==> src/idec_isa_pkg.sv <==
/*
  rv32 instruction encoding for the decode unit
  major opcodes, instruction field layout,
  fixed SYSTEM words and funct7 codes
*/
`default_nettype none

package idec_isa_pkg;

  localparam int INSTR_W = 32;
  localparam int OPC_W   = 7;
  localparam int F7_W    = 7;
  localparam int F3_W    = 3;
  localparam int REG_W   = 5;

  // major opcodes, post forms are the custom pulp encodings
  typedef enum logic [OPC_W-1:0] {
    OPCODE_LOAD       = 7'h03,
    OPCODE_LOAD_POST  = 7'h0b,
    OPCODE_OPIMM      = 7'h13,
    OPCODE_AUIPC      = 7'h17,
    OPCODE_STORE      = 7'h23,
    OPCODE_STORE_POST = 7'h2b,
    OPCODE_OP         = 7'h33,
    OPCODE_LUI        = 7'h37,
    OPCODE_BRANCH     = 7'h63,
    OPCODE_JALR       = 7'h67,
    OPCODE_JAL        = 7'h6f,
    OPCODE_SYSTEM     = 7'h73
  } opcode_e;

  // r-type view, the other formats reuse these bit positions
  typedef struct packed {
    logic [F7_W-1:0]  funct7;
    logic [REG_W-1:0] rs2;
    logic [REG_W-1:0] rs1;
    logic [F3_W-1:0]  funct3;
    logic [REG_W-1:0] rd;
    opcode_e          opcode;
  } instr_t;

  // SYSTEM words with funct3 of zero
  localparam logic [INSTR_W-1:0] SYS_ECALL  = 32'h0000_0073;
  localparam logic [INSTR_W-1:0] SYS_EBREAK = 32'h0010_0073;
  localparam logic [INSTR_W-1:0] SYS_ERET   = 32'h1000_0073;
  localparam logic [INSTR_W-1:0] SYS_WFI    = 32'h1020_0073;

  localparam logic [F7_W-1:0] FUNCT7_ALT = 7'b0100000; // sub, sra
  localparam logic [F7_W-1:0] FUNCT7_MUL = 7'b0000001; // m extension

endpackage

`default_nettype wire

==> src/idec_ctrl_pkg.sv <==
/*
  decoded control bundle and its enums,
  per-decoder result, isa configuration struct,
  the all-inactive bundle and counter width
*/
`default_nettype none

package idec_ctrl_pkg;

  localparam int ILL_CNT_W = 16;

  typedef enum logic [4:0] {
    ALU_NOP, ALU_ADD, ALU_SUB, ALU_XOR, ALU_OR, ALU_AND,
    ALU_SLL, ALU_SRL, ALU_SRA, ALU_SLTS, ALU_SLTU,
    ALU_EQ, ALU_NE, ALU_LTS, ALU_GES, ALU_LTU, ALU_GEU
  } alu_op_e;

  typedef enum logic [1:0] {OP_A_REGA, OP_A_CURRPC, OP_A_ZIMM, OP_A_ZERO} op_a_sel_e;
  typedef enum logic [1:0] {OP_B_REGB, OP_B_REGC, OP_B_IMM} op_b_sel_e;
  typedef enum logic [2:0] {IMM_I, IMM_S, IMM_U, IMM_PCINCR} imm_sel_e;
  typedef enum logic [1:0] {BRANCH_NONE, BRANCH_JAL, BRANCH_JALR, BRANCH_COND} branch_e;
  typedef enum logic [1:0] {JT_JAL, JT_JALR, JT_COND} jt_sel_e;
  typedef enum logic [1:0] {DT_WORD, DT_HALF, DT_BYTE} data_type_e;
  typedef enum logic [1:0] {CSR_OP_NONE, CSR_OP_WRITE, CSR_OP_SET, CSR_OP_CLEAR} csr_op_e;

  typedef struct packed {
    alu_op_e    alu_op;
    op_a_sel_e  op_a_sel;
    op_b_sel_e  op_b_sel;
    imm_sel_e   imm_sel;
    logic       op_c_jt;         // operand c carries jump target
    branch_e    jump;
    jt_sel_e    jt_sel;
    logic       mult_en;
    logic       rf_mem_we;       // load write-back port
    logic       rf_alu_we;       // alu write-back port
    logic       rf_alu_waddr_rd; // 0 -> rs1 gets the post-increment address
    logic       rega_used;
    logic       regb_used;
    logic       regc_used;
    logic       data_req;
    logic       data_we;
    data_type_e data_type;
    logic       data_sext;
    logic       prepost_useincr; // 0 -> bypass adder for address
    logic       csr_access;
    csr_op_e    csr_op;
    logic       trap;
    logic       eret;
    logic       pipe_flush;
    logic       illegal;
  } dec_ctrl_t;

  typedef struct packed {
    logic      hit; // decoder owns this opcode
    dec_ctrl_t ctrl;
  } dec_part_t;

  typedef struct packed {
    logic mul_en;
    logic postinc_en;
  } isa_cfg_t;

  localparam dec_ctrl_t CTRL_DEFAULT = '{
    alu_op:          ALU_NOP,
    op_a_sel:        OP_A_REGA,
    op_b_sel:        OP_B_REGB,
    imm_sel:         IMM_I,
    op_c_jt:         1'b0,
    jump:            BRANCH_NONE,
    jt_sel:          JT_JAL,
    mult_en:         1'b0,
    rf_mem_we:       1'b0,
    rf_alu_we:       1'b0,
    rf_alu_waddr_rd: 1'b1,
    rega_used:       1'b0,
    regb_used:       1'b0,
    regc_used:       1'b0,
    data_req:        1'b0,
    data_we:         1'b0,
    data_type:       DT_WORD,
    data_sext:       1'b0,
    prepost_useincr: 1'b1,
    csr_access:      1'b0,
    csr_op:          CSR_OP_NONE,
    trap:            1'b0,
    eret:            1'b0,
    pipe_flush:      1'b0,
    illegal:         1'b0
  };

endpackage

`default_nettype wire

==> src/idec_flow_dec.sv <==
/*
  control flow decoder
  JAL, JALR and conditional branches
*/
`timescale 1ns/1ps
`default_nettype none

module idec_flow_dec (
  input  wire idec_isa_pkg::instr_t     instr_i,
  output idec_ctrl_pkg::dec_part_t      part_o
);
  import idec_isa_pkg::*;
  import idec_ctrl_pkg::*;

  always_comb begin
    part_o.hit  = 1'b1;
    part_o.ctrl = CTRL_DEFAULT;

    case (instr_i.opcode)
      OPCODE_JAL, OPCODE_JALR: begin
        // link value pc+4 through the alu
        part_o.ctrl.op_a_sel  = OP_A_CURRPC;
        part_o.ctrl.op_b_sel  = OP_B_IMM;
        part_o.ctrl.imm_sel   = IMM_PCINCR;
        part_o.ctrl.alu_op    = ALU_ADD;
        part_o.ctrl.rf_alu_we = 1'b1;
        part_o.ctrl.op_c_jt   = 1'b1; // target from separate adder
        if (instr_i.opcode == OPCODE_JAL) begin
          part_o.ctrl.jump   = BRANCH_JAL;
          part_o.ctrl.jt_sel = JT_JAL;
        end else begin
          part_o.ctrl.jump      = BRANCH_JALR;
          part_o.ctrl.jt_sel    = JT_JALR;
          part_o.ctrl.rega_used = 1'b1; // rs1 + i imm
          if (instr_i.funct3 != 3'b000) begin
            // reserved funct3 behaves as a nop, no trap
            part_o.ctrl.jump      = BRANCH_NONE;
            part_o.ctrl.rf_alu_we = 1'b0;
          end
        end
      end

      OPCODE_BRANCH: begin
        part_o.ctrl.jump      = BRANCH_COND;
        part_o.ctrl.jt_sel    = JT_COND;
        part_o.ctrl.op_c_jt   = 1'b1;
        part_o.ctrl.rega_used = 1'b1;
        part_o.ctrl.regb_used = 1'b1;
        case (instr_i.funct3)
          3'b000:  part_o.ctrl.alu_op  = ALU_EQ;
          3'b001:  part_o.ctrl.alu_op  = ALU_NE;
          3'b100:  part_o.ctrl.alu_op  = ALU_LTS;
          3'b101:  part_o.ctrl.alu_op  = ALU_GES;
          3'b110:  part_o.ctrl.alu_op  = ALU_LTU;
          3'b111:  part_o.ctrl.alu_op  = ALU_GEU;
          default: part_o.ctrl.illegal = 1'b1; // 010, 011
        endcase
      end

      default: part_o.hit = 1'b0;
    endcase
  end

endmodule

`default_nettype wire

==> src/idec_mem_dec.sv <==
/*
  load/store decoder
  immediate, register-offset and post-increment forms
  post-increment gated by the isa configuration
*/
`timescale 1ns/1ps
`default_nettype none

module idec_mem_dec (
  input  wire idec_isa_pkg::instr_t     instr_i,
  input  wire idec_ctrl_pkg::isa_cfg_t  cfg_i,
  output idec_ctrl_pkg::dec_part_t      part_o
);
  import idec_isa_pkg::*;
  import idec_ctrl_pkg::*;

  logic is_post;

  assign is_post = (instr_i.opcode == OPCODE_LOAD_POST) ||
                   (instr_i.opcode == OPCODE_STORE_POST);

  always_comb begin
    part_o.hit  = 1'b1;
    part_o.ctrl = CTRL_DEFAULT;
    part_o.ctrl.alu_op = ALU_ADD; // address = rs1 + offset

    // write the updated address back to rs1
    if (is_post) begin
      part_o.ctrl.prepost_useincr = 1'b0;
      part_o.ctrl.rf_alu_waddr_rd = 1'b0;
      part_o.ctrl.rf_alu_we       = 1'b1;
    end

    case (instr_i.opcode)
      ////////////////////////////////
      // stores
      ////////////////////////////////
      OPCODE_STORE, OPCODE_STORE_POST: begin
        part_o.ctrl.data_req  = 1'b1;
        part_o.ctrl.data_we   = 1'b1;
        part_o.ctrl.rega_used = 1'b1;
        part_o.ctrl.regb_used = 1'b1; // store data
        if (instr_i.funct3[2]) begin
          part_o.ctrl.regc_used = 1'b1; // offset in rs3
          part_o.ctrl.op_b_sel  = OP_B_REGC;
        end else begin
          part_o.ctrl.imm_sel  = IMM_S;
          part_o.ctrl.op_b_sel = OP_B_IMM;
        end
        case (instr_i.funct3[1:0])
          2'b00: part_o.ctrl.data_type = DT_BYTE;
          2'b01: part_o.ctrl.data_type = DT_HALF;
          2'b10: part_o.ctrl.data_type = DT_WORD;
          default: begin
            part_o.ctrl.data_req = 1'b0;
            part_o.ctrl.data_we  = 1'b0;
            part_o.ctrl.illegal  = 1'b1;
          end
        endcase
      end

      ////////////////////////////////
      // loads
      ////////////////////////////////
      OPCODE_LOAD, OPCODE_LOAD_POST: begin
        part_o.ctrl.data_req  = 1'b1;
        part_o.ctrl.rf_mem_we = 1'b1;
        part_o.ctrl.rega_used = 1'b1;
        part_o.ctrl.op_b_sel  = OP_B_IMM;
        part_o.ctrl.data_sext = ~instr_i.funct3[2]; // lbu/lhu zero-extend
        case (instr_i.funct3[1:0])
          2'b00:   part_o.ctrl.data_type = DT_BYTE;
          2'b01:   part_o.ctrl.data_type = DT_HALF;
          default: part_o.ctrl.data_type = DT_WORD;
        endcase

        if (instr_i.funct3 == 3'b111) begin
          // reg-reg load, size and sign live in funct7
          part_o.ctrl.regb_used = 1'b1;
          part_o.ctrl.op_b_sel  = OP_B_REGB;
          part_o.ctrl.data_sext = ~instr_i.funct7[5];
          case (instr_i.funct7)
            7'b0000000, 7'b0100000: part_o.ctrl.data_type = DT_BYTE;
            7'b0001000, 7'b0101000: part_o.ctrl.data_type = DT_HALF;
            7'b0010000:             part_o.ctrl.data_type = DT_WORD;
            default:                part_o.ctrl.illegal   = 1'b1;
          endcase
        end

        if (instr_i.funct3 == 3'b011 || instr_i.funct3 == 3'b110) begin
          part_o.ctrl.illegal = 1'b1; // ld, lwu are rv64 only
        end

        if (part_o.ctrl.illegal) begin
          part_o.ctrl.data_req  = 1'b0;
          part_o.ctrl.rf_mem_we = 1'b0;
          part_o.ctrl.rf_alu_we = 1'b0;
        end
      end

      default: part_o.hit = 1'b0;
    endcase

    if (is_post && !cfg_i.postinc_en) part_o.ctrl.illegal = 1'b1; // extension off
  end

endmodule

`default_nettype wire

==> src/idec_alu_dec.sv <==
/*
  integer alu decoder
  LUI, AUIPC, OP-IMM and OP with MUL
*/
`timescale 1ns/1ps
`default_nettype none

module idec_alu_dec (
  input  wire idec_isa_pkg::instr_t     instr_i,
  input  wire idec_ctrl_pkg::isa_cfg_t  cfg_i,
  output idec_ctrl_pkg::dec_part_t      part_o
);
  import idec_isa_pkg::*;
  import idec_ctrl_pkg::*;

  always_comb begin
    part_o.hit  = 1'b1;
    part_o.ctrl = CTRL_DEFAULT;
    part_o.ctrl.rf_alu_we = 1'b1; // every form here writes rd

    case (instr_i.opcode)
      OPCODE_LUI, OPCODE_AUIPC: begin
        part_o.ctrl.op_a_sel = (instr_i.opcode == OPCODE_LUI) ? OP_A_ZERO : OP_A_CURRPC;
        part_o.ctrl.op_b_sel = OP_B_IMM;
        part_o.ctrl.imm_sel  = IMM_U;
        part_o.ctrl.alu_op   = ALU_ADD;
      end

      OPCODE_OPIMM: begin
        part_o.ctrl.op_b_sel  = OP_B_IMM;
        part_o.ctrl.rega_used = 1'b1;
        case (instr_i.funct3)
          3'b000: part_o.ctrl.alu_op = ALU_ADD;
          3'b010: part_o.ctrl.alu_op = ALU_SLTS;
          3'b011: part_o.ctrl.alu_op = ALU_SLTU;
          3'b100: part_o.ctrl.alu_op = ALU_XOR;
          3'b110: part_o.ctrl.alu_op = ALU_OR;
          3'b111: part_o.ctrl.alu_op = ALU_AND;
          3'b001: begin
            part_o.ctrl.alu_op = ALU_SLL;
            if (instr_i.funct7 != 7'b0) part_o.ctrl.illegal = 1'b1;
          end
          default: begin // 101, srli or srai
            if (instr_i.funct7 == 7'b0) begin
              part_o.ctrl.alu_op = ALU_SRL;
            end else if (instr_i.funct7 == FUNCT7_ALT) begin
              part_o.ctrl.alu_op = ALU_SRA;
            end else begin
              part_o.ctrl.illegal = 1'b1;
            end
          end
        endcase
      end

      OPCODE_OP: begin
        part_o.ctrl.rega_used = 1'b1;
        part_o.ctrl.regb_used = 1'b1;
        case ({instr_i.funct7, instr_i.funct3})
          {7'b0, 3'b000}:       part_o.ctrl.alu_op = ALU_ADD;
          {FUNCT7_ALT, 3'b000}: part_o.ctrl.alu_op = ALU_SUB;
          {7'b0, 3'b001}:       part_o.ctrl.alu_op = ALU_SLL;
          {7'b0, 3'b010}:       part_o.ctrl.alu_op = ALU_SLTS;
          {7'b0, 3'b011}:       part_o.ctrl.alu_op = ALU_SLTU;
          {7'b0, 3'b100}:       part_o.ctrl.alu_op = ALU_XOR;
          {7'b0, 3'b101}:       part_o.ctrl.alu_op = ALU_SRL;
          {FUNCT7_ALT, 3'b101}: part_o.ctrl.alu_op = ALU_SRA;
          {7'b0, 3'b110}:       part_o.ctrl.alu_op = ALU_OR;
          {7'b0, 3'b111}:       part_o.ctrl.alu_op = ALU_AND;
          {FUNCT7_MUL, 3'b000}: begin
            part_o.ctrl.mult_en = 1'b1; // result from multiplier, alu idle
            if (!cfg_i.mul_en) part_o.ctrl.illegal = 1'b1;
          end
          default: begin
            part_o.ctrl.rf_alu_we = 1'b0;
            part_o.ctrl.illegal   = 1'b1;
          end
        endcase
      end

      default: begin
        part_o.hit            = 1'b0;
        part_o.ctrl.rf_alu_we = 1'b0;
      end
    endcase
  end

endmodule

`default_nettype wire

==> src/idec_sys_dec.sv <==
/*
  SYSTEM decoder
  ECALL, EBREAK, ERET, WFI and CSR read/modify
*/
`timescale 1ns/1ps
`default_nettype none

module idec_sys_dec (
  input  wire idec_isa_pkg::instr_t     instr_i,
  output idec_ctrl_pkg::dec_part_t      part_o
);
  import idec_isa_pkg::*;
  import idec_ctrl_pkg::*;

  logic [INSTR_W-1:0] word; // flat view for the fixed words

  assign word = instr_i;

  always_comb begin
    part_o.hit  = (instr_i.opcode == OPCODE_SYSTEM);
    part_o.ctrl = CTRL_DEFAULT;

    if (part_o.hit) begin
      if (instr_i.funct3 == 3'b000) begin
        case (word)
          SYS_ECALL:  ;                            // handled by the controller
          SYS_EBREAK: part_o.ctrl.trap       = 1'b1; // debug trap
          SYS_ERET:   part_o.ctrl.eret       = 1'b1;
          SYS_WFI:    part_o.ctrl.pipe_flush = 1'b1;
          default:    part_o.ctrl.illegal    = 1'b1;
        endcase
      end else begin
        // csr address sits in the i immediate
        part_o.ctrl.csr_access = 1'b1;
        part_o.ctrl.rf_alu_we  = 1'b1;
        part_o.ctrl.op_b_sel   = OP_B_IMM;
        part_o.ctrl.imm_sel    = IMM_I;
        if (instr_i.funct3[2]) begin
          part_o.ctrl.op_a_sel = OP_A_ZIMM; // rs1 field as zimm
        end else begin
          part_o.ctrl.op_a_sel  = OP_A_REGA;
          part_o.ctrl.rega_used = 1'b1;
        end
        case (instr_i.funct3[1:0])
          2'b01:   part_o.ctrl.csr_op  = CSR_OP_WRITE;
          2'b10:   part_o.ctrl.csr_op  = CSR_OP_SET;
          2'b11:   part_o.ctrl.csr_op  = CSR_OP_CLEAR;
          default: part_o.ctrl.illegal = 1'b1;
        endcase
      end
    end
  end

endmodule

`default_nettype wire

==> src/idec_isa_cfg.sv <==
/*
  isa configuration register
  extension enables and saturating illegal counter
*/
`timescale 1ns/1ps
`default_nettype none

module idec_isa_cfg (
  input  wire logic                             clk_i,
  input  wire logic                             rst_n_i,
  input  wire logic                             cfg_we_i,
  input  wire idec_ctrl_pkg::isa_cfg_t          cfg_wdata_i,
  output idec_ctrl_pkg::isa_cfg_t               cfg_o,
  input  wire logic                             ill_pulse_i,
  output logic [idec_ctrl_pkg::ILL_CNT_W-1:0]   ill_cnt_o
);
  import idec_ctrl_pkg::*;

  logic cnt_max;

  assign cnt_max = &ill_cnt_o; // stick at all ones

  always_ff @(posedge clk_i, negedge rst_n_i) begin
    if (!rst_n_i) begin
      cfg_o     <= '0; // extensions off
      ill_cnt_o <= '0;
    end else begin
      if (cfg_we_i) cfg_o <= cfg_wdata_i;
      if (ill_pulse_i && !cnt_max) ill_cnt_o <= ill_cnt_o + 1'b1;
    end
  end

  // saturation holds across further illegal pulses
  a_cnt_no_wrap: assert property (@(posedge clk_i) disable iff (!rst_n_i)
    cnt_max |=> cnt_max)
    else $error("illegal counter wrapped");

endmodule

`default_nettype wire

==> src/idec_hs_stage.sv <==
/*
  four-phase req/ack stage
  instruction capture, decoder merge,
  registered control bundle and illegal pulse
*/
`timescale 1ns/1ps
`default_nettype none

module idec_hs_stage (
  input  wire logic                             clk_i,
  input  wire logic                             rst_n_i,
  input  wire logic                             req_i,
  input  wire logic [idec_isa_pkg::INSTR_W-1:0] instr_i,
  input  wire logic                             illegal_c_i,
  output logic                                  ack_o,
  output idec_ctrl_pkg::dec_ctrl_t              ctrl_o,
  output idec_isa_pkg::instr_t                  instr_o,
  input  wire idec_ctrl_pkg::dec_part_t         flow_i,
  input  wire idec_ctrl_pkg::dec_part_t         mem_i,
  input  wire idec_ctrl_pkg::dec_part_t         alu_i,
  input  wire idec_ctrl_pkg::dec_part_t         sys_i,
  output logic                                  ill_pulse_o
);
  import idec_isa_pkg::*;
  import idec_ctrl_pkg::*;

  typedef enum logic [1:0] {IDLE, DECODE, HOLD} state_e;

  state_e    state_q, state_d;
  instr_t    instr_q;
  logic      illegal_c_q; // compressed expansion failed
  dec_ctrl_t merged;

  //////////////////////////////
  // handshake fsm
  //////////////////////////////
  always_comb begin
    state_d = state_q;
    case (state_q)
      IDLE:    if (req_i) state_d = DECODE; // capture edge
      DECODE:  state_d = HOLD;              // bundle registered
      HOLD:    if (!req_i) state_d = IDLE;  // back-pressure while req high
      default: state_d = IDLE;
    endcase
  end

  always_ff @(posedge clk_i, negedge rst_n_i) begin
    if (!rst_n_i) begin
      state_q <= IDLE;
    end else begin
      state_q <= state_d;
    end
  end

  assign ack_o = (state_q == HOLD);

  always_ff @(posedge clk_i) begin
    if (state_q == IDLE && req_i) begin
      instr_q     <= instr_i;
      illegal_c_q <= illegal_c_i;
    end
  end

  assign instr_o = instr_q; // to all four decoders

  //////////////////////////////
  // merge and output register
  //////////////////////////////
  always_comb begin
    if (flow_i.hit) begin
      merged = flow_i.ctrl;
    end else if (mem_i.hit) begin
      merged = mem_i.ctrl;
    end else if (alu_i.hit) begin
      merged = alu_i.ctrl;
    end else if (sys_i.hit) begin
      merged = sys_i.ctrl;
    end else begin
      merged         = CTRL_DEFAULT; // unknown opcode
      merged.illegal = 1'b1;
    end
    merged.illegal = merged.illegal | illegal_c_q;
  end

  always_ff @(posedge clk_i, negedge rst_n_i) begin
    if (!rst_n_i) begin
      ctrl_o      <= CTRL_DEFAULT;
      ill_pulse_o <= 1'b0;
    end else begin
      ill_pulse_o <= 1'b0;
      if (state_q == DECODE) begin
        ctrl_o      <= merged;         // kept as decoded, no fields cleared
        ill_pulse_o <= merged.illegal; // single cycle, DECODE lasts one
      end
    end
  end

  // opcode ownership is disjoint across decoders
  a_one_hit: assert property (@(posedge clk_i) disable iff (!rst_n_i)
    (state_q == DECODE) |-> $onehot0({flow_i.hit, mem_i.hit, alu_i.hit, sys_i.hit}))
    else $error("more than one decoder hit");

  a_ack_fall: assert property (@(posedge clk_i) disable iff (!rst_n_i)
    $fell(ack_o) |-> !$past(req_i))
    else $error("ack dropped while req high");

  a_ctrl_hold: assert property (@(posedge clk_i) disable iff (!rst_n_i)
    (ack_o && $past(ack_o)) |-> $stable(ctrl_o))
    else $error("ctrl changed during ack");

endmodule

`default_nettype wire

==> src/idec_top.sv <==
/*
  rv32 decode unit top level
  handshake stage, four decoders, isa configuration
*/
`timescale 1ns/1ps
`default_nettype none

module idec_top (
  input  wire logic                             clk_i,
  input  wire logic                             rst_n_i,
  input  wire logic                             req_i,
  input  wire logic [idec_isa_pkg::INSTR_W-1:0] instr_i,
  input  wire logic                             illegal_c_i,
  output logic                                  ack_o,
  output idec_ctrl_pkg::dec_ctrl_t              ctrl_o,
  input  wire logic                             cfg_we_i,
  input  wire idec_ctrl_pkg::isa_cfg_t          cfg_wdata_i,
  output idec_ctrl_pkg::isa_cfg_t               cfg_o,
  output logic [idec_ctrl_pkg::ILL_CNT_W-1:0]   ill_cnt_o
);
  import idec_isa_pkg::*;
  import idec_ctrl_pkg::*;

  instr_t    instr;     // captured word
  dec_part_t flow_part;
  dec_part_t mem_part;
  dec_part_t alu_part;
  dec_part_t sys_part;
  logic      ill_pulse;

  idec_hs_stage u_hs_stage (
    .clk_i       (clk_i),
    .rst_n_i     (rst_n_i),
    .req_i       (req_i),
    .instr_i     (instr_i),
    .illegal_c_i (illegal_c_i),
    .ack_o       (ack_o),
    .ctrl_o      (ctrl_o),
    .instr_o     (instr),
    .flow_i      (flow_part),
    .mem_i       (mem_part),
    .alu_i       (alu_part),
    .sys_i       (sys_part),
    .ill_pulse_o (ill_pulse)
  );

  idec_flow_dec u_flow_dec (.instr_i(instr), .part_o(flow_part));

  idec_mem_dec u_mem_dec (.instr_i(instr), .cfg_i(cfg_o), .part_o(mem_part));

  idec_alu_dec u_alu_dec (.instr_i(instr), .cfg_i(cfg_o), .part_o(alu_part));

  idec_sys_dec u_sys_dec (.instr_i(instr), .part_o(sys_part));

  // enables steer mem and alu decoders
  idec_isa_cfg u_isa_cfg (
    .clk_i       (clk_i),
    .rst_n_i     (rst_n_i),
    .cfg_we_i    (cfg_we_i),
    .cfg_wdata_i (cfg_wdata_i),
    .cfg_o       (cfg_o),
    .ill_pulse_i (ill_pulse),
    .ill_cnt_o   (ill_cnt_o)
  );

endmodule

`default_nettype wire

==> config.mk <==
export PLATFORM = sky130hd
export DESIGN_NAME = idec_top
export DESIGN_NICKNAME = d
export VERILOG_FILES = /design/src/idec_isa_pkg.sv /design/src/idec_ctrl_pkg.sv /design/src/idec_flow_dec.sv /design/src/idec_mem_dec.sv /design/src/idec_alu_dec.sv /design/src/idec_sys_dec.sv /design/src/idec_isa_cfg.sv /design/src/idec_hs_stage.sv /design/src/idec_top.sv
export SDC_FILE = /design/constraint.sdc
export NUM_CORES = 1
export LEC_CHECK = 0
export BUFFER_PORTS_ARGS = -buffer_cell sky130_fd_sc_hd__buf_2
export CORE_ASPECT_RATIO = 1.1
export CORE_MARGIN = 1
export CORE_UTILIZATION = 48
export DETAILED_ROUTE_END_ITERATION = 12
export PLACE_DENSITY = 0.83
export REMOVE_ABC_BUFFERS = 1
export SYNTH_ARGS = -nofsm -noshare
export SYNTH_HDL_FRONTEND = slang
export SYNTH_SLANG_ARGS = --single-unit
==> constraint.sdc <==
create_clock -name clk_i -period 3.5 [get_ports clk_i]
set_input_delay 0.175 -clock clk_i [delete_from_list [all_inputs] [get_ports clk_i]]
set_output_delay 0.175 -clock clk_i [all_outputs]
set_load 0.05 [all_outputs]
==> results.toml, run 1 <==
[outcome]
status = "finished clean"

[global_route]
grt_start_max_net_pins = 56
groute.usage.overall = 0.2370
grt_pass1_vias = 3274
global_route_wire_length_before_repair_microns = 15430
global_route.overflow_total = 0
grt_antenna_before_repair = 0

[logic_synthesis]
synth.ff_latch_count = 88
yosys_most_used_dff = "sky130_fd_sc_hd__dfrtp_1"
synth_top_cell_by_area = "sky130_fd_sc_hd__dfrtp_1"
synth_compound_area_frac = 0.1250
synth_cell_type_count = 58
post_synth_instance_area_sq_um = 3993
netlist_top_cells_area = "sky130_fd_sc_hd__dfrtp_1 (34%), sky130_fd_sc_hd__edfxtp_1 (25%), sky130_fd_sc_hd__nand2_1 (4.7%), sky130_fd_sc_hd__nor2_1 (2.6%), sky130_fd_sc_hd__xnor2_1 (2.4%)"
netlist_instances = 369
synth-edff-count = 33
synth_common_cells = "sky130_fd_sc_hd__dfrtp_1 (54), sky130_fd_sc_hd__nand2_1 (50), sky130_fd_sc_hd__edfxtp_1 (33)"
synth-warning-count = 0
synth_seq_area_share = 0.5932
muxShareOfSynthArea = 0.01097
synth.top_cell.area_share = 0.3385
synth_fa_ha_area_frac = 0.003134
synth-xor-area-share = 0.03510
largest_family_of_logic_cells_by_synthesized_area = "simple AND/OR/NAND/NOR gates"
post_synth.cell_area_avg_sq_um = 10.82
post-synth-top-count-cell = "sky130_fd_sc_hd__dfrtp_1"
synthSimpleGateAreaFrac = 0.2003
ys_async_sr_fraction = 0.6250

[routing]
route.met2.wl_microns = 4893
drtAntennaViolNets = 0
detail_route.wl_per_cell_microns = 16.06
met3RoutedLength_microns = 554
highest_layer = "met4"
met1_length_microns = 4021
remaining_drc_errors = 0
drt-initial-drc-count = 233
routed_wl_microns = 9685
dr.pass1.iters = 4
dr_total_vias = 3255
detail_route.vias_per_cell = 5.398

[timing]
number_of_endpoints_with_negative_hold_slack_in_the_final_report = 0
final.setup.tns_ns = 0
final-max-slew-violation-count = 0
period_minus_slack_ns = 2.429
post-route-worst-setup-slack_ns = 1.071
slew_headroom = 0.3595
setup_repair_after_global_routing_missed_its_margin = "no"
worst_hold_slack_ns = 0.05330
timing.final.setup_violations = 0
worst_clock_skew_ns = 0.01497
timing.fmax_mhz = 411.8
final.period_utilization = 0.6939
worst-slew-pin-transition_ns = 0.9519

[clock_tree]
maximum_clock_insertion_buffer_count = 2
cts_sinks = 88
cts_root_buf = "sky130_fd_sc_hd__clkbuf_8"
worst_setup_hold_path_clk_slew_ns = 0.08
tritoncts = "built"
number_of_levels_the_h_tree_was_split_into = 3
worst_skew_pair.late_latency_ns = 0.36
cts-buffers-inserted = 9

[power_and_ir_drop]
share_clk_of_total_power = 0.244
internal_power_mw = 2.022
total_net_switching_power_mw = 1.270
pwr-share-comb = 0.314
total_leakage_power_nw = 2.287
switching_share = 0.3858
max-vdd-ir-drop_mv = 0.3302
finalPower_mw = 3.292
pwr-share-seq = 0.442
pwr_density_cell_nw_per_um2 = 644.6

[place]
placedCellCount = 553
port_buffers = 93
place_area_sq_um = 4533
post-dp-hpwl_microns = 6386
place_worst_setup_slack_ns = 1.141
gpl_congestion = 0.8622

[setup_path]
worstSetupStartpoint = "u_hs_stage.instr_o[12]"
regToRegStartpoint = "u_hs_stage.instr_o[12]"
timing.critical_path.from_type = "flip-flop"
critical_path_class = "flip-flop to flip-flop"
worstPathRequired_ns = 3.71
critical_path_peak_fanout = 19
timing.reg2reg.worst_path_depth = 6
endpoint = "u_hs_stage.ill_pulse_o"
worstSetupEndpointType = "flip-flop"
flop_to_flop_setup_slack_ns = 1.07
worst_ep_arrival_time_ns = 2.64
timing.rr.end = "u_hs_stage.ill_pulse_o"

[die]
fp.dieH_microns = 97.66
fp.coreArea_sq_um = 7998
die_w_microns = 88.96
rows = 34
design.portCount = 95
start_util = 0.4992
total_die_area_sq_um = 8687

[min_path]
hp-class = "primary input to flip-flop"
timing.hold.worst_path_depth = 2

[finish]
area_growth_syn_to_layout_pct = 27.92
drive_gt1_frac = 0.2606
finalNonFillerCells = 603
layout.filler_cells = 682
diodes = 0
fin_nets = 530
post-route-util = 0.6386
fin_area_sq_um = 5107

[run]
maxCapViolCount = 0
-- area by class of cell --
| cell class | instances | area, sq um | area share |
|---|---|---|---|
| clock buffers | 12 | 156.4 | 0.03062 |
| clock inverters | 4 | 77.57 | 0.01519 |
| inverters | 4 | 15.01 | 0.002940 |
| multi-input cells | 254 | 1504 | 0.2945 |
| flip-flops and latches | 88 | 2369 | 0.4637 |
| well taps | 108 | 135.1 | 0.02646 |
| repair buffers | 133 | 850.8 | 0.1666 |
-- worst min-delay path by stage --
| stage | slack [ns] | startpoint | endpoint |
|---|---|---|---|
| final | 0.05 | cfg_wdata_i[0] | u_isa_cfg.cfg_o[0] |
| after global routing | 0.04 | cfg_wdata_i[1] | u_isa_cfg.cfg_o[1] |
| after floorplan | -0.12 | rst_n_i | u_hs_stage.ctrl_o[0] |
| after CTS | 0.0008 | instr_i[27] | u_hs_stage.instr_o[27] |
| after global placement | 0.33 | rst_n_i | u_isa_cfg.ill_cnt_o[10] |
| after detailed placement | 0.34 | rst_n_i | u_isa_cfg.ill_cnt_o[2] |
-- routing by layer --
| layer | up-vias | GRT usage |
|---|---|---|
| met1 | 1543 | 0.2970 |
| met5 | - | 0 |
| met4 | 0 | 0.09280 |
| met3 | 19 | 0.06117 |
| met2 | 125 | 0.3888 |
| li1 | 1568 | - |
-- power by group through the flow --
stage          Clock, mW  Sequential, mW  Combinational [mW]
6_report           0.804            1.46                1.03
5_1_grt            0.866            1.49                1.11
4_1_cts            0.808            1.45                1.03
3_5_place_dp           0            1.47               0.998
3_3_place_gp           0            1.46               0.991
2_1_floorplan          0            1.78               0.392
-- kinds of logic (layout without fill, tap and decap cells) --
family,count (synthesis),after routing
muxes,4,4
buffers and inverters,27,153
xor gates and xnor gates,16,16
DFF,88,88
other,1,1
adders and majority gates,1,1
and+or+nand+nor,158,158
AOI/OAI and AO/OA,74,74
-- critical path: stages (launching register included) --
cell and delay, ns:
sky130_fd_sc_hd__edfxtp_1 0.66, sky130_fd_sc_hd__nor3_2 0.42, sky130_fd_sc_hd__nand3_1 0.18, sky130_fd_sc_hd__or4_4 0.57
sky130_fd_sc_hd__o211ai_2 0.15, sky130_fd_sc_hd__a32o_2 0.21, sky130_fd_sc_hd__o21ai_0 0.09
-- timing repair --
action                                  in CTS  in global routing
endpoints found under the hold margin       86                  1
hold buffers                                33                  1
gates resized for setup                      0                  0
endpoints found under the setup margin       0                  0
buffers inserted                             0                  0
-- layout by cell type (no fill, tap or decap), types with 9 or more instances in the layout --
cell type / instances
sky130_fd_sc_hd__a21oi_1: 13
sky130_fd_sc_hd__buf_2: 93
sky130_fd_sc_hd__clkbuf_8: 9
sky130_fd_sc_hd__dfrtp_1: 54
sky130_fd_sc_hd__dlygate4sd3_1: 34
sky130_fd_sc_hd__edfxtp_1: 33
sky130_fd_sc_hd__nand2_1: 50
sky130_fd_sc_hd__nand3_1: 17
sky130_fd_sc_hd__nor2_1: 28
sky130_fd_sc_hd__nor2b_1: 9
sky130_fd_sc_hd__nor3_1: 9
sky130_fd_sc_hd__o21ai_0: 18
sky130_fd_sc_hd__xnor2_1: 11
-- state kept, by name, summed over array words and instances, names as in the netlist --
| register | cells |
|---|---|
| u_hs_stage.illegal_c_q | 1 |
| u_hs_stage.state_q | 2 |
| u_hs_stage.ctrl_o | 34 |
| u_hs_stage.instr_o | 32 |
| u_isa_cfg.cfg_o | 2 |
| u_isa_cfg.ill_cnt_o | 16 |
| u_hs_stage.ill_pulse_o | 1 |
Note: power is estimated with default switching activity, not from simulation.
==> run 2: changes to the inputs <==
==> constraint.sdc (replaced) <==
create_clock -name clk_i -period 2.15 [get_ports clk_i]
set_input_delay 0.1075 -clock clk_i [delete_from_list [all_inputs] [get_ports clk_i]]
set_output_delay 0.1075 -clock clk_i [all_outputs]
set_load 0.05 [all_outputs]
==> results.toml, run 2 (synthesis gave the netlist of run 1 again) <==
[outcome]
status = "finished clean"

[setup_path]
cp_cell_sequence = "buf_4 -> or3_1 -> nor2_1 -> o21ai_0 -> a32o_2 -> o21ai_0"
critical-path-top-delay-family = "simple AND/OR/NAND/NOR gates"
cp_common_cell = "sky130_fd_sc_hd__o21ai_0"
critical_path_class = "flip-flop to flip-flop"
worstSetupEndpointType = "flip-flop"
critical-path-max-stage-delay_ns = 0.47
worst_ep_arrival_time_ns = 2.28
crit_buf_inv = 1
worst_path_max_delay_cell = "sky130_fd_sc_hd__edfxtp_1"
worstPathRequired_ns = 2.43
timing.critical_path.from_type = "flip-flop"
critical_path_peak_fanout = 12

[power_and_ir_drop]
max-vdd-ir-drop_mv = 0.6448
total_leakage_power_nw = 2.415
pwr_density_cell_nw_per_um2 = 1051

[clock_tree]
tritoncts = "built"
maximum_clock_insertion_buffer_count = 2
cts_sinks = 88
worst_skew_pair.late_latency_ns = 0.36
worst_setup_hold_path_clk_slew_ns = 0.08
cts-buffers-inserted = 9
cts_root_buf = "sky130_fd_sc_hd__clkbuf_8"
number_of_levels_the_h_tree_was_split_into = 3

[place]
post-dp-hpwl_microns = 6839
placedCellCount = 571
port_buffers = 93
gpl_congestion = 0.9453

[timing]
final.period_utilization = 0.9303
timing.fmax_mhz = 500.0
final-max-slew-violation-count = 0
worst_hold_slack_ns = 0.01088
number_of_endpoints_with_negative_hold_slack_in_the_final_report = 0
timing.final.setup_violations = 0
worst-slew-pin-transition_ns = 0.5785
worst_clock_skew_ns = 0.006304
setup_repair_after_global_routing_missed_its_margin = "no"
slew_headroom = 0.6129
final.setup.tns_ns = 0
period_minus_slack_ns = 2.000

[routing]
routed_wl_microns = 10380
dr_total_vias = 3505
detail_route.vias_per_cell = 5.599
detail_route.wl_per_cell_microns = 16.58
remaining_drc_errors = 0
drtAntennaViolNets = 0
dr.pass1.iters = 6
drt-initial-drc-count = 279

[finish]
layout.cells.most_common_list = "sky130_fd_sc_hd__buf_2 (93), sky130_fd_sc_hd__dfrtp_1 (54), sky130_fd_sc_hd__nand2_1 (50), sky130_fd_sc_hd__dlygate4sd3_1 (37), sky130_fd_sc_hd__edfxtp_1 (33)"
largest_register_ff_count = 34
finalNonFillerCells = 626
layout.filler_cells = 642
register_area_sq_um = 2369
layout.cells.most_common = "sky130_fd_sc_hd__buf_2"
largest-register = "u_hs_stage.ctrl_o"
area_growth_syn_to_layout_pct = 33.31
fin_nets = 553
drive_gt1_frac = 0.2934
diodes = 0
multi_input_area_sq_um = 1515

[global_route]
global_route.overflow_total = 0
global_route_wire_length_before_repair_microns = 16570
grt_start_max_net_pins = 42
grt.met3_usage = 0.06287
grt_pass1_vias = 3495
gr-max-usage-layer = "met2"
groute.usage.overall = 0.2546
grt_util_met1 = 0.3114
grt_antenna_before_repair = 0
met2_resource_use_gr = 0.4101

[die]
fp.dieH_microns = 97.66
fp.coreArea_sq_um = 7998
start_util = 0.4992
rows = 34
die_w_microns = 88.96
design.portCount = 95
total_die_area_sq_um = 8687

[run]
maxCapViolCount = 0

[min_path]
hp-class = "primary input to flip-flop"
[run 2: layout make-up]
| class | instances | share of cell area |
|---|---|---|
| Sequential cell | 88 | 0.4450 |
| Inverter | 4 | 0.002821 |
| Multi-Input combinational cell | 254 | 0.2847 |
| Timing Repair Buffer | 156 | 0.1937 |
| Tap cell | 108 | 0.02539 |
| Clock buffer | 9 | 0.02327 |
| Clock inverter | 7 | 0.02515 |
[run 2: what timing repair did]
action / CTS / global route
hold endpoints to repair: 49 / 0
gates resized for setup: 0 / 2
endpoints found under the setup margin: 0 / 3
setup buffers: 0 / 2
hold buffers: 37 / 0
[run 2: per-layer routing]
metal  part of all wire  wire length [microns]  vias up
met2               0.49                   5043      189
met5                  0                      0        -
met1               0.40                   4163     1651
met4              0.043                    442        0
met3              0.070                    729       45
li1                   -                      -     1620
[run 2: stage by stage]
stage | utilization | instance area (sq um) | setup WS [ns] | power, mW
after floorplan | - | 3882 | -1.213 | 3.528
after global placement | 0.5837 | 4668 | 0.1849 | 4.029
after detailed placement | 0.5837 | 4668 | 0.1816 | 4.089
after CTS | 0.6622 | 5296 | 0.1602 | 5.566
after global routing | 0.6655 | 5323 | 0.02455 | 5.862
final | 0.6655 | 5323 | 0.1499 | 5.594
[run 2: tightest hold or removal path, stage by stage]
cell and delay (ns):
sky130_fd_sc_hd__buf_2 0.09, sky130_fd_sc_hd__nand3b_1 0.08, sky130_fd_sc_hd__nand2_1 0.06
[run 2: worst paths after layout]
| check | start | slack (ns) | cells after the start | to |
|---|---|---|---|---|
| setup / recovery | u_hs_stage.instr_o[2] | 0.15 | 6 | u_hs_stage.ill_pulse_o |
| hold / removal | req_i | 0.01 | 3 | u_hs_stage.state_q[1] |
| setup reg to reg | u_hs_stage.instr_o[2] | 0.15 | 6 | u_hs_stage.ill_pulse_o |
| hold reg to reg | u_hs_stage.ctrl_o[23] | 0.47 | 2 | u_hs_stage.ctrl_o[23] |
| max in group asynchronous | rst_n_i | 1.27 | 3 | u_hs_stage.ctrl_o[21] |
| min in group asynchronous | rst_n_i | 0.21 | 2 | u_isa_cfg.ill_cnt_o[10] |
[run 2: power by group]
| group | total [mW] | switching, mW | internal, mW |
|---|---|---|---|
| clock network | 1.44 | 0.563 | 0.881 |
| logic | 1.85 | 1.32 | 0.539 |
| registers | 2.30 | 0.217 | 2.08 |
==> run 3: changes to the inputs <==
--- a/config.mk
+++ b/config.mk
@@ -8,9 +8,9 @@
 export BUFFER_PORTS_ARGS = -buffer_cell sky130_fd_sc_hd__buf_2
 export CORE_ASPECT_RATIO = 1.1
 export CORE_MARGIN = 1
-export CORE_UTILIZATION = 48
+export CORE_UTILIZATION = 53
 export DETAILED_ROUTE_END_ITERATION = 12
-export PLACE_DENSITY = 0.83
+export PLACE_DENSITY = 0.87
 export REMOVE_ABC_BUFFERS = 1
 export SYNTH_ARGS = -nofsm -noshare
 export SYNTH_HDL_FRONTEND = slang
==> constraint.sdc (replaced) <==
create_clock -name clk_i -period 2 [get_ports clk_i]
set_input_delay 0.1 -clock clk_i [delete_from_list [all_inputs] [get_ports clk_i]]
set_output_delay 0.1 -clock clk_i [all_outputs]
set_load 0.005 [all_outputs]
==> results.toml, run 3 (synthesis gave the netlist of run 1 again) <==
[routing]
detail_route.wl_per_cell_microns = 16.74
detail_route.vias_per_cell = 5.668
remaining_drc_errors = 9
drt-initial-drc-count = 369
dr.pass1.iters = 9
routed_wl_microns = 10190
dr_total_vias = 3452
drtAntennaViolNets = 0

[setup_path]
worst_ep_arrival_time_ns = 2.20
critical_path_class = "flip-flop to flip-flop"
timing.critical_path.from_type = "flip-flop"
worstSetupEndpointType = "flip-flop"
worstPathRequired_ns = 2.23
flop_to_flop_setup_slack_ns = 0.03
critical_path_peak_fanout = 4

[die]
design.portCount = 95
fp.dieH_microns = 93.03
die_w_microns = 84.76
start_util = 0.5571
total_die_area_sq_um = 7885
rows = 32
fp.coreArea_sq_um = 7167

[power_and_ir_drop]
pwr_density_cell_nw_per_um2 = 937.7
share_clk_of_total_power = 0.209
internal_power_mw = 3.311
finalPower_mw = 4.954
total_leakage_power_nw = 2.405
total_net_switching_power_mw = 1.643
pwr-share-seq = 0.500
pwr-share-comb = 0.291
max-vdd-ir-drop_mv = 0.6571
switching_share = 0.3317

[global_route]
groute.usage.overall = 0.2704
grt_start_max_net_pins = 34
gr-max-usage-layer = "met2"
grt_pass1_vias = 3403
met2_resource_use_gr = 0.4654
global_route.overflow_total = 0
grt_util_met1 = 0.3299
global_route_wire_length_before_repair_microns = 16260
grt.met3_usage = 0.05472
grt_antenna_before_repair = 0

[timing]
slew_headroom = 0.5922
setup_repair_after_global_routing_missed_its_margin = "yes"
worst_clock_skew_ns = 0.005692
timing.final.setup_violations = 0
worst-slew-pin-transition_ns = 0.6117
final.period_utilization = 0.9826
period_minus_slack_ns = 1.965
number_of_endpoints_with_negative_hold_slack_in_the_final_report = 0
worst_hold_slack_ns = 0.02493
final-max-slew-violation-count = 0
timing.fmax_mhz = 508.8

[place]
post-dp-hpwl_microns = 6637
gpl_congestion = 0.9321
port_buffers = 93

[finish]
layout.cells.most_common_list = "sky130_fd_sc_hd__buf_2 (93), sky130_fd_sc_hd__dfrtp_1 (54), sky130_fd_sc_hd__nand2_1 (50), sky130_fd_sc_hd__dlygate4sd3_1 (37), sky130_fd_sc_hd__edfxtp_1 (33)"
largest-register = "u_hs_stage.ctrl_o"
fin_nets = 559
largest_register_ff_count = 34
drive_gt1_frac = 0.3034
diodes = 0
area_growth_syn_to_layout_pct = 32.31
layout.cells.most_common = "sky130_fd_sc_hd__buf_2"

[outcome]
violations_in_the_final_reports = "design-rule violations"
status = "finished with violations"

[clock_tree]
maximum_clock_insertion_buffer_count = 2
tritoncts = "built"
worst_skew_pair.late_latency_ns = 0.36
cts_root_buf = "sky130_fd_sc_hd__clkbuf_8"
cts_sinks = 88
cts-buffers-inserted = 9
worst_setup_hold_path_clk_slew_ns = 0.08
number_of_levels_the_h_tree_was_split_into = 3

[min_path]
hp-class = "primary input to flip-flop"

[run]
maxCapViolCount = 0
-- run 3: cell types whose count changed in the layout (fill, tap and decap cells not counted), sizes merged --
| cell | before | now |
|---|---|---|
| clkbuf | 9 | 12 |
| bufinv | 4 | 0 |
| buf | 119 | 125 |
| clkinvlp | 0 | 1 |
-- run 3: metrics by stage --
| stage | worst slack, ns | area, sq um | TNS, ns | utilization | std cells |
|---|---|---|---|---|---|
| 6_report | 0.03473 | 5283 | 0 | 0.7371 | 609 |
| 3_5_place_dp | -0.001906 | 4710 | -0.001906 | 0.6571 | 554 |
| 2_1_floorplan | -1.363 | 3882 | -45.46 | - | 346 |
| 4_1_cts | 0.005313 | 5249 | 0 | 0.7324 | 608 |
| 5_1_grt | -0.02944 | 5283 | -0.03108 | 0.7371 | 609 |
| 3_3_place_gp | 0.07532 | 4710 | 0 | 0.6571 | 554 |
-- run 3: metal layers --
metal	vias to the layer above	share of wire
met2	168	0.51
met4	0	0.023
met5	-	0
li1	1628	-
met3	24	0.069
met1	1632	0.40
-- run 3: what timing repair did --
action,in CTS,in global routing
setup buffers,1,1
hold buffers,37,0
hold endpoints to repair,61,0
endpoints found under the setup margin,2,16
pin swaps,0,6
gates resized for setup,1,5
gates cloned,0,0
-- run 3: final timing paths --
kind                                             from                     end  depth (start not counted)
worst min register to register  u_hs_stage.ctrl_o[20]   u_hs_stage.ctrl_o[20]                          2
worst max-delay path            u_hs_stage.instr_o[3]    u_hs_stage.ctrl_o[0]                          6
worst min-delay path                         cfg_we_i      u_isa_cfg.cfg_o[0]                          2
max in group asynchronous                     rst_n_i    u_hs_stage.ctrl_o[7]                          3
min in group asynchronous                     rst_n_i  u_isa_cfg.ill_cnt_o[8]                          2
worst max register to register  u_hs_stage.instr_o[3]    u_hs_stage.ctrl_o[0]                          6
-- run 3: cell type report --
type                    count  area (sq um)
repair buffers            162          1101
clock inverters             4         21.27
fillers                   477          1884
inverters                   4         15.01
multi-input cells         254          1535
clock buffers              12         135.1
well taps                  85         106.4
flip-flops and latches     88          2369
-- run 3: critical path: stages (launching register included) --
cell,delay [ns]
sky130_fd_sc_hd__edfxtp_1,0.40
sky130_fd_sc_hd__nand2b_4,0.17
sky130_fd_sc_hd__or3_4,0.38
sky130_fd_sc_hd__or4_4,0.44
sky130_fd_sc_hd__o211ai_2,0.18
sky130_fd_sc_hd__a32o_2,0.19
sky130_fd_sc_hd__o211ai_1,0.08
-- run 3: power by group through the flow --
| stage | Sequential, mW | Clock (mW) | Combinational [mW] |
|---|---|---|---|
| detailed placement | 2.51 | 0 | 1.33 |
| global placement | 2.48 | 0 | 1.31 |
| finish | 2.48 | 1.04 | 1.44 |
| CTS | 2.47 | 1.04 | 1.40 |
| global route | 2.51 | 1.13 | 1.59 |
| floorplan | 2.54 | 0 | 0.649 |
